==> src/source/spi_cmd_pkg.sv <==
package spi_cmd_pkg;

  // ~~~~~~~~~~~~~~~~~~~~~~~~~~~~~~~~~~~~~~~~~~~~~~~~~~~~~~~~~~~~~~~~~~~~~~~~~~~~
  // widths of the command format
  // ~~~~~~~~~~~~~~~~~~~~~~~~~~~~~~~~~~~~~~~~~~~~~~~~~~~~~~~~~~~~~~~~~~~~~~~~~~~~

  // flag, 3-bit address, 8 data bits
  typedef logic [11:0] cmd_word_t;
  typedef logic [2:0]  reg_addr_t;
  typedef logic [7:0]  read_byte_t;
  typedef logic [3:0]  bit_count_t;

  // one-cycle strobes marking sclk transitions
  typedef struct packed {
    logic sclk_rise;
    logic sclk_fall;
  } spi_edge_t;

  typedef enum logic [2:0] {
    ST_IDLE,
    ST_WRITE,
    ST_ADDR,
    ST_TURN,
    ST_READ,
    ST_DONE
  } ctrl_state_e;

  // ~~~~~~~~~~~~~~~~~~~~~~~~~~~~~~~~~~~~~~~~~~~~~~~~~~~~~~~~~~~~~~~~~~~~~~~~~~~~
  // frame timing and lengths
  // ~~~~~~~~~~~~~~~~~~~~~~~~~~~~~~~~~~~~~~~~~~~~~~~~~~~~~~~~~~~~~~~~~~~~~~~~~~~~

  localparam int HALF_PERIOD = 4;
  // cs high between address and data phase
  localparam int TURN_CYCLES = 100;

  localparam bit_count_t WRITE_BITS = 4'd12;
  localparam bit_count_t ADDR_BITS  = 4'd4;
  localparam bit_count_t READ_BITS  = 4'd8;
  localparam int CMD_WRITE_BIT = 11;

endpackage

==> src/source/spi_sclk_gen.sv <==
`timescale 1ns/1ps

module spi_sclk_gen
  import spi_cmd_pkg::*;
(
  input  logic      clk,
  input  logic      rst_n,
  input  logic      run,
  output logic      sclk,
  output spi_edge_t edges
);

  logic [$clog2(HALF_PERIOD)-1:0] half_cnt;
  logic                           half_end;

  assign half_end = (half_cnt == ($clog2(HALF_PERIOD))'(HALF_PERIOD - 1));

  // sclk idles low in mode 0 and the first toggle is a rise
  always_ff @(posedge clk or negedge rst_n)
  begin
    if (!rst_n)
    begin
      half_cnt <= '0;
      sclk     <= 1'b0;
      edges    <= '0;
    end
    else if (!run)
    begin
      // park between frames
      half_cnt <= '0;
      sclk     <= 1'b0;
      edges    <= '0;
    end
    else
    begin
      edges.sclk_rise <= half_end && !sclk;
      edges.sclk_fall <= half_end && sclk;
      if (half_end)
      begin
        half_cnt <= '0;
        sclk     <= ~sclk;
      end
      else
      begin
        half_cnt <= half_cnt + 1'b1;
      end
    end
  end

endmodule

==> src/source/spi_tx_shifter.sv <==
`timescale 1ns/1ps

module spi_tx_shifter
  import spi_cmd_pkg::*;
(
  input  logic      clk,
  input  logic      rst_n,
  input  logic      load,
  input  cmd_word_t cmd,
  input  logic      shift,
  output logic      mosi,
  output logic      tx_done
);

  cmd_word_t  tx_reg;
  bit_count_t bits_left;

  // bits still to go out after the one on mosi
  always_ff @(posedge clk)
  begin
    if (load)
      tx_reg <= cmd << 1;
    else if (shift)
      tx_reg <= tx_reg << 1;
  end

  always_ff @(posedge clk or negedge rst_n)
  begin
    if (!rst_n)
    begin
      mosi      <= 1'b0;
      bits_left <= '0;
      tx_done   <= 1'b0;
    end
    else
    begin
      tx_done <= 1'b0;
      if (load)
      begin
        mosi      <= cmd[$bits(cmd_word_t)-1];
        // a read only sends flag and address
        bits_left <= cmd[CMD_WRITE_BIT] ? WRITE_BITS : ADDR_BITS;
      end
      else if (shift && bits_left != '0)
      begin
        bits_left <= bits_left - 1'b1;
        if (bits_left == 4'd1)
        begin
          mosi    <= 1'b0;
          tx_done <= 1'b1;
        end
        else
        begin
          mosi <= tx_reg[$bits(cmd_word_t)-1];
        end
      end
    end
  end

endmodule

==> src/source/spi_rx_shifter.sv <==
`timescale 1ns/1ps

module spi_rx_shifter
  import spi_cmd_pkg::*;
(
  input  logic       clk,
  input  logic       rst_n,
  input  logic       sample_en,
  input  logic       sclk_rise,
  input  logic       miso,
  output read_byte_t read_data,
  output logic       read_vld
);

  read_byte_t rx_reg;
  bit_count_t sample_cnt;
  logic       sample;
  logic       last_sample;

  assign sample      = sample_en && sclk_rise;
  assign last_sample = sample && (sample_cnt == READ_BITS - 1'b1);

  // msb arrives first
  always_ff @(posedge clk)
  begin
    if (sample)
      rx_reg <= {rx_reg[$bits(read_byte_t)-2:0], miso};
  end

  always_ff @(posedge clk or negedge rst_n)
  begin
    if (!rst_n)
    begin
      sample_cnt <= '0;
      read_data  <= '0;
      read_vld   <= 1'b0;
    end
    else
    begin
      read_vld <= last_sample;
      if (!sample_en || last_sample)
        sample_cnt <= '0;
      else if (sample)
        sample_cnt <= sample_cnt + 1'b1;
      if (last_sample)
        read_data <= {rx_reg[$bits(read_byte_t)-2:0], miso};
    end
  end

endmodule

==> src/source/spi_cmd_ctrl.sv <==
`timescale 1ns/1ps

module spi_cmd_ctrl
  import spi_cmd_pkg::*;
(
  input  logic      clk,
  input  logic      rst_n,
  input  logic      cmd_vld,
  output logic      cmd_rdy,
  input  cmd_word_t cmd_in,
  input  spi_edge_t edges,
  input  logic      tx_done,
  input  logic      read_vld,
  output logic      run,
  output logic      load,
  output logic      shift,
  output logic      sample_en,
  output logic      cs
);

  ctrl_state_e state;
  ctrl_state_e next_state;

  logic [$clog2(TURN_CYCLES)-1:0] turn_cnt;

  logic accept;
  logic turn_last;
  logic cur_active;
  logic next_active;
  logic frame_end;
  logic out_phase;

  assign accept    = cmd_vld && cmd_rdy;
  assign turn_last = (turn_cnt == ($clog2(TURN_CYCLES))'(TURN_CYCLES - 1));

  assign out_phase  = (state == ST_WRITE) || (state == ST_ADDR);
  assign cur_active = out_phase || (state == ST_READ);

  assign next_active = (next_state == ST_WRITE) || (next_state == ST_ADDR) ||
                       (next_state == ST_READ);

  // last cycle of a cs-low period
  assign frame_end = (out_phase && tx_done) || ((state == ST_READ) && read_vld);

  // ~~~~~~~~~~~~~~~~~~~~~~~~~~~~~~~~~~~~~~~~~~~~~~~~~~~~~~~~~~~~~~~~~~~~~~~~~~~~
  // next state
  // ~~~~~~~~~~~~~~~~~~~~~~~~~~~~~~~~~~~~~~~~~~~~~~~~~~~~~~~~~~~~~~~~~~~~~~~~~~~~

  always_comb
  begin
    next_state = state;
    case (state)
      ST_IDLE:
      begin
        if (accept)
          next_state = cmd_in[CMD_WRITE_BIT] ? ST_WRITE : ST_ADDR;
      end
      ST_WRITE:
      begin
        if (tx_done)
          next_state = ST_DONE;
      end
      ST_ADDR:
      begin
        if (tx_done)
          next_state = ST_TURN;
      end
      ST_TURN:
      begin
        if (turn_last)
          next_state = ST_READ;
      end
      ST_READ:
      begin
        if (read_vld)
          next_state = ST_DONE;
      end
      ST_DONE:
      begin
        next_state = ST_IDLE;
      end
      default:
      begin
        next_state = ST_IDLE;
      end
    endcase
  end

  // ~~~~~~~~~~~~~~~~~~~~~~~~~~~~~~~~~~~~~~~~~~~~~~~~~~~~~~~~~~~~~~~~~~~~~~~~~~~~
  // state, cs, cmd_rdy and turnaround
  // ~~~~~~~~~~~~~~~~~~~~~~~~~~~~~~~~~~~~~~~~~~~~~~~~~~~~~~~~~~~~~~~~~~~~~~~~~~~~

  always_ff @(posedge clk or negedge rst_n)
  begin
    if (!rst_n)
    begin
      state    <= ST_IDLE;
      cs       <= 1'b1;
      cmd_rdy  <= 1'b1;
      turn_cnt <= '0;
    end
    else
    begin
      state <= next_state;
      cs    <= !next_active;
      if (accept)
        cmd_rdy <= 1'b0;
      else if (state == ST_DONE)
        cmd_rdy <= 1'b1;
      if (state == ST_TURN)
        turn_cnt <= turn_cnt + 1'b1;
      else
        turn_cnt <= '0;
    end
  end

  // sclk stops in the cycle the frame ends, so it is low once cs rises
  assign run       = cur_active && !frame_end;
  assign load      = accept;
  assign shift     = out_phase && edges.sclk_fall;
  assign sample_en = (state == ST_READ);

endmodule

==> src/source/spi_cmd_master.sv <==
`timescale 1ns/1ps

module spi_cmd_master
  import spi_cmd_pkg::*;
(
  input  logic       clk,
  input  logic       rst_n,
  input  cmd_word_t  cmd_in,
  input  logic       cmd_vld,
  output logic       cmd_rdy,
  output logic       sclk,
  output logic       cs,
  output logic       mosi,
  input  logic       miso,
  output logic       read_vld,
  output read_byte_t read_data
);

  spi_edge_t sclk_edges;
  logic      run;
  logic      load;
  logic      shift;
  logic      tx_done;
  logic      sample_en;

  spi_cmd_ctrl i_ctrl (
    .clk       (clk),
    .rst_n     (rst_n),
    .cmd_vld   (cmd_vld),
    .cmd_rdy   (cmd_rdy),
    .cmd_in    (cmd_in),
    .edges     (sclk_edges),
    .tx_done   (tx_done),
    .read_vld  (read_vld),
    .run       (run),
    .load      (load),
    .shift     (shift),
    .sample_en (sample_en),
    .cs        (cs)
  );

  spi_sclk_gen i_sclk_gen (
    .clk   (clk),
    .rst_n (rst_n),
    .run   (run),
    .sclk  (sclk),
    .edges (sclk_edges)
  );

  spi_tx_shifter i_tx_shifter (
    .clk     (clk),
    .rst_n   (rst_n),
    .load    (load),
    .cmd     (cmd_in),
    .shift   (shift),
    .mosi    (mosi),
    .tx_done (tx_done)
  );

  // read_vld also closes the read frame in the controller
  spi_rx_shifter i_rx_shifter (
    .clk       (clk),
    .rst_n     (rst_n),
    .sample_en (sample_en),
    .sclk_rise (sclk_edges.sclk_rise),
    .miso      (miso),
    .read_data (read_data),
    .read_vld  (read_vld)
  );

endmodule

==> config.mk <==
export PLATFORM = sky130hd
export DESIGN_NAME = spi_cmd_master
export DESIGN_NICKNAME = d
export VERILOG_FILES = /design/src/source/spi_cmd_pkg.sv /design/src/source/spi_sclk_gen.sv /design/src/source/spi_tx_shifter.sv /design/src/source/spi_rx_shifter.sv /design/src/source/spi_cmd_ctrl.sv /design/src/source/spi_cmd_master.sv
export SDC_FILE = /design/constraint.sdc
export NUM_CORES = 1
export LEC_CHECK = 0
export CAP_MARGIN = 30
export CORE_ASPECT_RATIO = 1.1
export CORE_MARGIN = 2
export CORE_UTILIZATION = 55
export CTS_CLUSTER_SIZE = 8
export DETAILED_ROUTE_END_ITERATION = 6
export DONT_BUFFER_PORTS = 1
export PLACE_DENSITY_LB_ADDON = 0.25
export SLEW_MARGIN = 40
export SYNTH_ARGS = -nofsm -noshare
export SYNTH_HDL_FRONTEND = slang
export SYNTH_HIERARCHICAL = 1
export SYNTH_SLANG_ARGS = --single-unit
==> constraint.sdc <==
create_clock -name clk -period 2 [get_ports clk]
set_clock_uncertainty 0.1 [all_clocks]
set_input_delay 0.4 -clock clk [delete_from_list [all_inputs] [get_ports clk]]
set_output_delay 0.4 -clock clk [all_outputs]
set_load 0.02 [all_outputs]
Yosys cells after proc, flatten, opt, wreduce, memory -nomap -nowiden
Index checks and enable logic that the tools add are counted.
- flip-flop bits (word level): 54
- input port bits: 16
- output and inout bits: 13
- logic and storage cells: 88
- $add $sub $neg: 4
- equality and inequality tests: 13
- multiplexer cells: 28
- bitwise operators: 1
- reduce and logical (&&, ||, !) cells: 26
- operators with widths (kind ; number):
    12-bit 2-to-1 mux ; 2
    4-bit 2-to-1 mux ; 5
    3-bit 2-to-1 mux ; 5
    3-bit one-hot mux with 5 select lines ; 1
    1-bit logical AND ; 10
    1-bit 2-to-1 mux ; 10
    3-bit by 2-bit == test with 1-bit output (second input constant) ; 3
    3-bit == test (second input constant) ; 3
    2-bit 2-to-1 mux ; 4
    2-bit nonzero test ; 4
    7-bit by 1-bit adder with 7-bit output (second input constant) ; 1
    7-bit == test (second input constant) ; 1
    7-bit 2-to-1 mux ; 1
    3-bit by 1-bit == test with 1-bit output (second input constant) ; 2
    1-bit logical OR ; 6
    4-bit by 1-bit adder with 4-bit output (second input constant) ; 1
    4-bit by 1-bit == test with 1-bit output (second input constant) ; 1
    4-bit by 3-bit == test with 1-bit output (second input constant) ; 1
    1-bit logical NOT ; 4
    4-bit nonzero test ; 1
    4-bit by 1-bit subtractor with 4-bit output (second input constant) ; 1
    3-bit logical NOT ; 1
    2-bit by 1-bit adder with 2-bit output (second input constant) ; 1
    2-bit == test (second input constant) ; 1
    2 further kinds ; 2

Longest topological paths before layout
Gate-level depths: netlist of run 1.
- depth in word-level cells: 7
- mapped depth: 7
- depth with buffers taken out: 7

Cells and area by module
The synthesis of run 1 kept the hierarchy.
- modules (own cells, without submodules) (module ; instances ; cells each ; area each (µm²) ; seq. area each (µm²)):
    spi_tx_shifter ; 1 ; 60 ; 807.0 ; 480.5
    spi_rx_shifter ; 1 ; 46 ; 770.7 ; 535.5
    spi_cmd_ctrl ; 1 ; 67 ; 664.4 ; 302.8
    spi_sclk_gen ; 1 ; 13 ; 196.4 ; 125.1

Worst setup path after synthesis of run 1
Ideal clock, no wire load.
- path type: register to register
- start point: reg i_ctrl.state[1]
- end point: reg i_tx_shifter.mosi
- arrival time: 1759 ps
- data required time: 1818 ps
- slack: 59 ps
- cell stages (with the launch flop): 7
- path buffers: 1
- cells stage by stage: dfrtp_1 -> buf_2 -> xnor2_1 -> nor3b_1 -> inv_2 -> or4b_1 -> a31oi_1
- longest elaborated chain between the ends: 5
- ends and longest elaborated chain (element ; RTL line ; RTL):
    from (decl) ; spi_cmd_ctrl.sv:21 ; ctrl_state_e state;
    from (signal assigned) ; spi_cmd_ctrl.sv:104 ; state <= next_state;
    3-bit by 1-bit == test with 1-bit output or 3-bit by 2-bit == test with 1-bit output (tied branches) ; spi_cmd_ctrl.sv:36 ; assign out_phase = (state == ST_WRITE) || (state == ST_ADDR);
    1-bit logical OR * ; spi_cmd_ctrl.sv:36 ;
    1-bit logical AND * ; spi_cmd_ctrl.sv:120 ; assign shift = out_phase && edges.sclk_fall;
    via shift ; spi_cmd_master.sv:22 ; logic shift;
    1-bit logical AND * ; spi_tx_shifter.sv:44 ; else if (shift && bits_left != '0)
    2-bit nonzero test (no line) * ; n/a ;
    to (signal assigned) ; spi_tx_shifter.sv:40 ; mosi <= cmd[$bits(cmd_word_t)-1];
    to (signal assigned) ; spi_tx_shifter.sv:54 ; mosi <= tx_reg[$bits(cmd_word_t)-1];
    to (decl) ; spi_tx_shifter.sv:11 ; output logic mosi,
The timed path passes the listed nets; every way through them passes the cells marked *.
A chain may end at the register's enable or synchronous reset.

Worst setup path after layout of run 1
- start point: reg i_ctrl.state[0]
- end point: reg i_tx_shifter.mosi
The elaborated chain is that of the path after synthesis.

==> results.tsv, run 1 <==
metric	value	unit
io_pins	29	
grt_overflow	0	
hold_viol	0	
die-height	73.8	um
path_max_fanout	6	
synthCells	186	
cts_sinks	54	
syn_nets	208	
final_area	0.00267	mm^2
syn_area	0.00244	mm^2
r2r_cells	6	
drv_slew	0	
fin_tns_setup	0	ns
status	finished clean	
viasPerCell	5.61	
chipWidth	67.5	um
ys_warn_count	6	
cts_htree_levels	2	
ctsResizeCount	0	
start_util	56.9	%
rsz0062_at_grt	no	
critPathKind	register to register	
largest_register_ff_count	11	
syn-mean-instance-area	13.1	um^2
wl_met3	202	um
crit_family	simple AND/OR/NAND/NOR gates	
min_path_type	primary input to register	
grt_pass1_vias	1561	
synthArstFlopShare	66.7	%
power_leakage	1.19	nW
cts_setup_buffers	0	
wl_met2	2060	um
grt_pass1_wl	6790	um
multiInputGateArea	935	um^2
met1_length	1650	um
grt_max_degree	37	
clk-insertion-delay-late	0.31	ns
areaGrowthSynthToFinish	9.39	%
slowest_stage	or4b_1	
instances_no_fill	252	
placementRows	25	
hpwl	2930	um
regArea	0.00144	mm^2
drc_errors	0	
worst-path-buf-inv	2	
drt_iter0_markers	91	
worst-r2r-setup-slack	0.06	ns
nFillCells	334	
grtUsageTotal	18.6	%
critPathArrivalTime	2.07	ns
critical-path-max-stage-delay	0.50	ns
crit_required	2.12	ns
setup_violations	0	
numPortBuffers	0	
wl	4000	um
worstSetupEndpointType	register	
synth_ff_type	dfrtp_1	
final_layout_size_suffix_gt1_share	24.7	%
cts_tree	yes	
dp.cells	242	
gp_congestion	0.857	
fmax	0.515	GHz
p_per_area	998	mW/mm^2
finalNetCount	219	
ys_ff_latch	54	
die-area	0.00498	mm^2
dr.pass1.iters	4	
ys_seq_area_share	59.2	%
clock-root-buffer	clkbuf_8	
max_cap_violations	0	
slew_headroom	62.5	%
ir_drop	0.622	mV
highest_layer	met4	
diodes	0	
period_share	97.0	%
worst_pin_slew	0.560	ns
dr_total_vias	1414	
cp.depth	6	
crit_chain	xnor2_1 > nor3b_1 > buf_4 > inv_2 > or4b_1 > a31oi_1	
period_needed	1.94	ns
synth-edff-count	18	
cts_hold_buf	2	
dpl-instance-area	0.00253	mm^2
antenna_found_initial	0	
holdPathStages	1	
path_clk_slew	0.09	ns
ant_nets	0	
numCtsBuffers	5	
synth_cell_types	46	
start_kind	register	
core_area	0.00429	mm^2
wl_per_cell	15.9	um
clock_path_buffers	2	
==> worst register-to-register path, stage by stage (launching register included) <==
cell and delay, ns:
dfrtp_1 0.46, xnor2_1 0.19, nor3b_1 0.21, buf_4 0.17, inv_2 0.05, or4b_1 0.50, a31oi_1 0.19
==> through the flow <==
stage,util [%],worst slack (ns),power (W),hold slack [ns]
floorplan,-,0.0586,0.00182,0.00441
CTS,62.2,0.0835,0.00269,0.0392
global placement,59.0,0.183,0.00189,0.00520
finish,62.2,0.0592,0.00266,0.0470
global route,62.2,0.00439,0.00281,0.0524
detailed placement,59.0,0.107,0.00195,0.00531
==> cells in the mapped netlist (all sizes together) (4+ instances only) <==
library cell   n  area [um^2]
a21boi         4         30.0
a21oi          6         41.3
and2           6         37.5
buf            4         22.5
dfrtp         34          851
edfxtp        18          541
ha             6         75.1
inv           10         37.5
mux2          20          225
nand2         12         47.6
nand3          5         25.0
nor2          18         83.8
xnor2          6         52.6
==> cells in the final DEF (no fill, tap or decap), drive strengths merged, types with 6 or more instances in the layout <==
master and n:
and2 6, inv 11, ha 6, buf 7
mux2 20, clkbuf 6, xnor2 6, nor2 18
a21oi 6, dfrtp 34, nand2 12, edfxtp 18
==> layer usage <==
metal	track usage, %	up-vias
met3	5.05	10
met5	0	-
met1	21.7	691
met4	11.6	0
li1	-	672
met2	30.2	41
==> cell families after synthesis <==
family,after synthesis,share of synthesized area (%)
AO/OA/AOI/OAI,18,5.70
XOR/XNOR,9,3.23
adder cells (fa/ha/maj),6,3.08
buffers and inverters,14,2.46
flip-flops,54,59.2
multiplexers,23,10.5
AND/OR/NAND/NOR,62,15.9
==> area by class of cell <==
class,count,area share (%)
inverter,10,1.41
clock inverter,2,1.36
timing repair buffer,8,2.81
multi-input combinational,118,35.0
tap,54,2.53
clock buffer,6,2.72
sequential,54,54.1
==> power by group <==
| group | internal [W] | switching [W] |
|---|---|---|
| Combinational | 0.000222 | 0.000240 |
| Clock | 0.000375 | 0.000344 |
| Sequential | 0.00131 | 0.000172 |
==> path summary, 6_finish.rpt <==
| check | startpoint | to |
|---|---|---|
| max in group asynchronous | rst_n | i_ctrl/cs$_DFF_PN1_ |
| hold reg to reg | i_rx_shifter/rx_reg[3]$_DFFE_PP_ | i_rx_shifter/rx_reg[4]$_DFFE_PP_ |
| setup / recovery | i_ctrl/state[0]$_DFF_PN0_ | i_tx_shifter/mosi$_DFFE_PN0P_ |
| setup reg to reg | i_ctrl/state[0]$_DFF_PN0_ | i_tx_shifter/mosi$_DFFE_PN0P_ |
| min in group asynchronous | rst_n | i_rx_shifter/sample_cnt[2]$_DFFE_PN0P_ |
| hold / removal | cmd_vld | i_ctrl/cmd_rdy$_DFFE_PN1P_ |
No activity file was read; power rests on OpenSTA's default activity.
==> run 2, diff against run 1 <==
==> constraint.sdc (replaced) <==
create_clock -name clk -period 2.13 [get_ports clk]
set_clock_uncertainty 0.1 [all_clocks]
set_input_delay 0.426 -clock clk [delete_from_list [all_inputs] [get_ports clk]]
set_output_delay 0.426 -clock clk [all_outputs]
set_load 0.02 [all_outputs]
==> run 2 against run 1 <==
Total power is 11% lower. Routed wire length decreased by 2.2%. Maximum frequency rose by 2.8%. Worst setup slack better by 0.18 ns. Critical path depth stayed put. Clock power down 24%. Worst hold slack improved by 0.033 ns. Register-to-register slack improved by 0.18 ns. Flip-flop and latch count unchanged. Global-route usage shrank 0.12 points. Die area unchanged. Critical path type unchanged. Critical endpoint unchanged.
==> results.tsv, run 2 (synthesis gave the netlist of run 1 again) <==
metric	value	unit	change
die-height	73.8	um	unchanged
core_area	0.00429	mm^2	unchanged
grt_pass1_wl	6750	um	-0.60%
max_cap_violations	0		unchanged
dr_total_vias	1383		-2.2%
numPortBuffers	0		unchanged
setup_violations	0		unchanged
fin_tns_setup	0	ns	unchanged
layout_commonest_cell	dfrtp_1		
wl_per_cell	15.7	um	-1.4%
cell_internal_pwr	0.00167	W	-12%
clk-insertion-delay-late	0.30	ns	about the same
status	finished clean		
ir_drop	0.562	mV	-9.7%
finalNetCount	217		-0.91%
drv_slew	0		unchanged
met1_usage	20.9	%	-0.77 points
path_clk_slew	0.09	ns	about the same
chipWidth	67.5	um	unchanged
slew_headroom	68.5	%	+6.0 points
p_total	0.00237	W	-11%
areaGrowthSynthToFinish	7.85	%	
drc_errors	0		unchanged
final_layout_size_suffix_gt1_share	24.0	%	-0.77 points
drt_iter0_markers	65		-29%
worst_pin_slew	0.471	ns	-0.0896 ns
rsz0062_at_grt	no		
grt_max_degree	37		unchanged
period_needed	1.89	ns	-0.0531 ns
most-common-layout-cells	dfrtp_1, mux2_2, edfxtp_1		
power_leakage	1.17	nW	-1.8%
critPathKind	register to register		
seqPwrFrac	58.6	%	+3.0 points
worstSetupEndpointType	register		
critPathArrivalTime	2.02	ns	-0.05 ns
ant_nets	0		unchanged
switching_share	29.6	%	+1.2 points
wl	3910	um	-2.2%
dr.pass1.iters	4		unchanged
grt_overflow	0		unchanged
min_path_type	primary input to register		
hold_viol	0		unchanged
crit_required	2.26	ns	+0.14 ns
largest_register_ff_count	11		unchanged
numCtsBuffers	5		unchanged
grt_pass1_vias	1543		-1.2%
p_comb_share	18.3	%	+0.9 points
diodes	0		unchanged
cts_setup_buffers	0		unchanged
path_max_fanout	6		unchanged
viasPerCell	5.53		-1.4%
fmax	0.530	GHz	+2.8%
cts_sinks	54		unchanged
grtUsageTotal	18.5	%	-0.12 points
clock-root-buffer	clkbuf_8		
dp.cells	240		-0.83%
start_kind	register		
io_pins	29		unchanged
antenna_found_initial	0		unchanged
clock_path_buffers	2		unchanged
die-area	0.00498	mm^2	unchanged
instances_no_fill	250		-0.79%
period_share	88.6	%	-8.4 points
p_per_area	902	mW/mm^2	-9.6%
switching_power	0.000701	W	-7.3%
hpwl	2890	um	-1.5%
grt_most_used_layer	met2		
cts_tree	yes		
placementRows	25		unchanged
grt_use_met2	31.4	%	+1.2 points
cts_htree_levels	2		unchanged
clkPwrFrac	23.1	%	-3.9 points
gp_congestion	0.839		-2.1%
start_util	56.9	%	unchanged
use_met3	6.43	%	+1.4 points
==> run 2: cell count changes in the layout (fill, tap and decap cells not counted) <==
cell / change
inv_4: -1
clkinv_4: +1
buf_4: -2
clkinv_2: +1
bufinv_16: -1
==> run 2: through the flow <==
step	utilization, %	hold WS, ns	cell area (um^2)	setup WS (ns)
after floorplan	-	0.0304	2440	0.189
after global placement	58.7	0.0313	2510	0.325
after detailed placement	58.7	0.0315	2510	0.265
after CTS	61.4	0.0718	2630	0.246
after global routing	61.4	0.0817	2630	0.108
final	61.4	0.0803	2630	0.242
==> run 2: area by class of cell <==
type | count | area (um^2)
inverters | 10 | 37.5
repair buffers | 6 | 60.1
multi-input cells | 118 | 935
well taps | 54 | 67.6
fillers | 334 | 1660
flip-flops and latches | 54 | 1440
clock inverters | 2 | 13.8
clock buffers | 6 | 72.6
==> run 2: worst max-delay path, cell delays in order, from the launching register on <==
cell and delay, ns:
dfrtp_1 0.46, xnor2_1 0.18, nor3b_1 0.21, buf_4 0.17
inv_2 0.05, or4b_1 0.49, a31oi_1 0.17
==> run 2: final timing paths <==
path	startpoint	to	slack (ns)	cells after the start
max	i_ctrl/state[0]$_DFF_PN0_	i_tx_shifter/mosi$_DFFE_PN0P_	0.24	6
min	cmd_vld	i_ctrl/cmd_rdy$_DFFE_PN1P_	0.08	1
max reg2reg	i_ctrl/state[0]$_DFF_PN0_	i_tx_shifter/mosi$_DFFE_PN0P_	0.24	6
min reg2reg	i_rx_shifter/rx_reg[5]$_DFFE_PP_	i_rx_shifter/rx_reg[6]$_DFFE_PP_	0.35	0
max in group asynchronous	rst_n	i_ctrl/cmd_rdy$_DFFE_PN1P_	1.20	2
min in group asynchronous	rst_n	i_rx_shifter/sample_cnt[3]$_DFFE_PN0P_	0.46	2
==> run 2: power groups by stage <==
stage	sequential, W	clock [W]	combinational, W
final	0.00139	0.000549	0.000433
after global routing	0.00141	0.000615	0.000487
after CTS	0.00139	0.000573	0.000442
after detailed placement	0.00141	0	0.000422
after global placement	0.00140	0	0.000380
after floorplan	0.00137	0	0.000337
==> run 2: per-layer routing <==
layer | share of wire [%] | vias to the layer above
li1 | - | 671
met1 | 42 | 680
met3 | 5.0 | 6
met5 | 0 | -
met4 | 2.1 | 0
met2 | 51 | 26
==> run 2: what timing repair did <==
| action | in CTS | in global routing |
|---|---|---|
| resized for setup | 0 | 0 |
| endpoints found under the hold margin | 36 | 0 |
| hold buffers | 2 | 0 |
==> run 3, diff against run 2 <==
==> constraint.sdc (replaced) <==
create_clock -name clk -period 1.7 [get_ports clk]
set_clock_uncertainty 0.1 [all_clocks]
set_input_delay 0.34 -clock clk [delete_from_list [all_inputs] [get_ports clk]]
set_output_delay 0.34 -clock clk [all_outputs]
set_load 0.02 [all_outputs]
==> run 3 against run 2 <==
The run now ends with setup timing left. Worst hold slack worse by 0.049 ns. Worst setup slack got worse by 0.35 ns. Count of clock-buffer cells in the layout decreased by 1. Critical path type unchanged. Non-clock buffer count increased by 18. Sequential share of layout area is 4.6 points lower. Highest routed layer unchanged. Total power increased by 32%. Global-route usage grew 0.41 points. Via count increased by 9.5%. Cell area increased by 9.1%. Routed wire length increased by 13%. Cell count grew 7.6%.
==> results.tsv, run 3 (synthesis gave the netlist of run 1 again) <==
metric	value	unit	change
grt_overflow	0		unchanged
die-area	0.00498	mm^2	unchanged
fin_tns_setup	-0.438	ns	-0.438 ns
fmax	0.554	GHz	+4.6%
clk-insertion-delay-late	0.30	ns	about the same
reg2reg_from	i_ctrl/state[1]$_DFF_PN0_		
path_max_fanout	4		-2
nFillCells	298		-11%
drv_slew	0		unchanged
r2r_end	i_tx_shifter/mosi$_DFFE_PN0P_		
cts_sinks	54		unchanged
clock_path_buffers	2		unchanged
rsz0062_at_grt	yes		
period_share	106	%	+18 points
start_util	56.9	%	unchanged
critPathKind	register to register		
setup_ws	-0.105	ns	-0.347 ns
path_clk_slew	0.09	ns	about the same
layout_commonest_cell	dfrtp_1		
slew_headroom	66.0	%	-2.5 points
ant_nets	0		unchanged
antenna_found_initial	0		unchanged
gp_congestion	0.756		-9.9%
p_total	0.00314	W	+32%
grt_pass1_wl	7090	um	+5.0%
dr.pass1.iters	4		unchanged
worstSetupEndpointType	register		
hold_ws	0.0316	ns	-0.0487 ns
min_path_type	primary input to register		
numPortBuffers	0		unchanged
dr_total_vias	1514		+9.5%
wl_per_cell	16.5	um	+5.2%
worstSetupStartpoint	i_ctrl/state[1]$_DFF_PN0_		
drc_errors	0		unchanged
r2r_cells	6		unchanged
dp.cells	251		+4.6%
drt_iter0_markers	79		+22%
chipWidth	67.5	um	unchanged
grt_max_degree	37		unchanged
hpwl	3020	um	+4.5%
hold_viol	0		unchanged
worst-r2r-setup-slack	-0.10	ns	-0.35 ns
io_pins	29		unchanged
power_leakage	1.30	nW	+11%
areaGrowthSynthToFinish	17.7	%	
core_area	0.00429	mm^2	unchanged
crit_required	1.81	ns	-0.45 ns
start_kind	register		
ir_drop	0.752	mV	+34%
instances_no_fill	269		+7.6%
period_needed	1.80	ns	-0.0827 ns
grtUsageTotal	18.9	%	+0.41 points
regArea	0.00144	mm^2	unchanged
critPathArrivalTime	1.91	ns	-0.11 ns
viasPerCell	5.63		+1.7%
pre_cts_slack	-0.105	ns	-0.370 ns
largest_register_ff_count	11		unchanged
cp-endpoint	i_tx_shifter/mosi$_DFFE_PN0P_		
worst_pin_slew	0.508	ns	+0.0372 ns
wl	4430	um	+13%
numCtsBuffers	5		unchanged
status	complete, but fails checks		
multiInputGateArea	0.00101	mm^2	+8.6%
cts_tree	yes		
placementRows	25		unchanged
setup_violations	13		+13
violations	setup timing		
final_layout_size_suffix_gt1_share	34.9	%	+11 points
die-height	73.8	um	unchanged
p_per_area	1090	mW/mm^2	+21%
diodes	0		unchanged
most-common-layout-cells	dfrtp_1, mux2_2, buf_4		
cts_htree_levels	2		unchanged
clock-root-buffer	clkbuf_8		
grt_pass1_vias	1553		+0.65%
finalNetCount	236		+8.8%
max_cap_violations	0		unchanged
[run 3: changes by cell type in the layout (fill, tap and decap cells not counted), sizes merged]
cell,delta
buf,+17
clkbuf,-1
clkinvlp,+2
dlygate4sd3,+1
nor2,+1
clkinv,-1
[run 3: layout make-up]
class,instances,area share (%)
sequential,54,50.3
clock inverter,3,0.697
timing repair buffer,24,7.45
tap,54,2.35
multi-input combinational,119,35.4
clock buffer,5,2.40
inverter,10,1.44
[run 3: timing repair]
action                     in CTS  in global routing
pin swaps                       7                  3
buffers inserted                5                  1
hold endpoints to repair       37                  0
hold buffers                    3                  0
gates cloned                    1                  0
setup endpoints to repair      23                 33
resized for setup               6                  6
[run 3: per-layer routing]
metal,track usage (%),share of wire [%],up-vias
met4,6.35,0.99,0
li1,-,-,710
met3,5.82,4.0,6
met5,0,0,-
met1,24.4,42,769
met2,30.2,53,29
[run 3: power by group]
| group | internal, W | switching [W] | leakage (nW) |
|---|---|---|---|
| Clock | 0.000291 | 0.000415 | 0.0422 |
| Combinational | 0.000345 | 0.000342 | 0.618 |
| Sequential | 0.00154 | 0.000208 | 0.636 |
| Total | 0.00217 | 0.000964 | 1.30 |
[run 3: worst min path at each step]
stage,startpoint,endpoint,slack (ns),cells after the start
2_1_floorplan,rst_n,i_ctrl/state[0]$_DFF_PN0_,-0.06,0
5_1_grt,miso,i_rx_shifter/rx_reg[0]$_DFFE_PP_,0.009,0
6_report,miso,i_rx_shifter/rx_reg[0]$_DFFE_PP_,0.03,0
4_1_cts,miso,i_rx_shifter/rx_reg[0]$_DFFE_PP_,0.02,0
3_3_place_gp,rst_n,i_ctrl/turn_cnt[5]$_DFF_PN0_,-0.05,0
3_5_place_dp,rst_n,i_ctrl/turn_cnt[4]$_DFF_PN0_,-0.05,0
[run 3: per-stage QoR]
stage / cell area [um^2] / util (%)
after CTS: 2830 / 66.1
after global routing: 2870 / 67.0
final: 2870 / 67.0
after detailed placement: 2630 / 61.3
after global placement: 2630 / 61.3
after floorplan: 2470 / -
[run 3: worst max-delay path: stages, from the launching register on]
cell     delay [ns]
dfrtp_1        0.44
xnor2_2        0.17
nor3b_2        0.17
buf_4          0.14
inv_2          0.04
or4b_1         0.46
a31oi_1        0.19
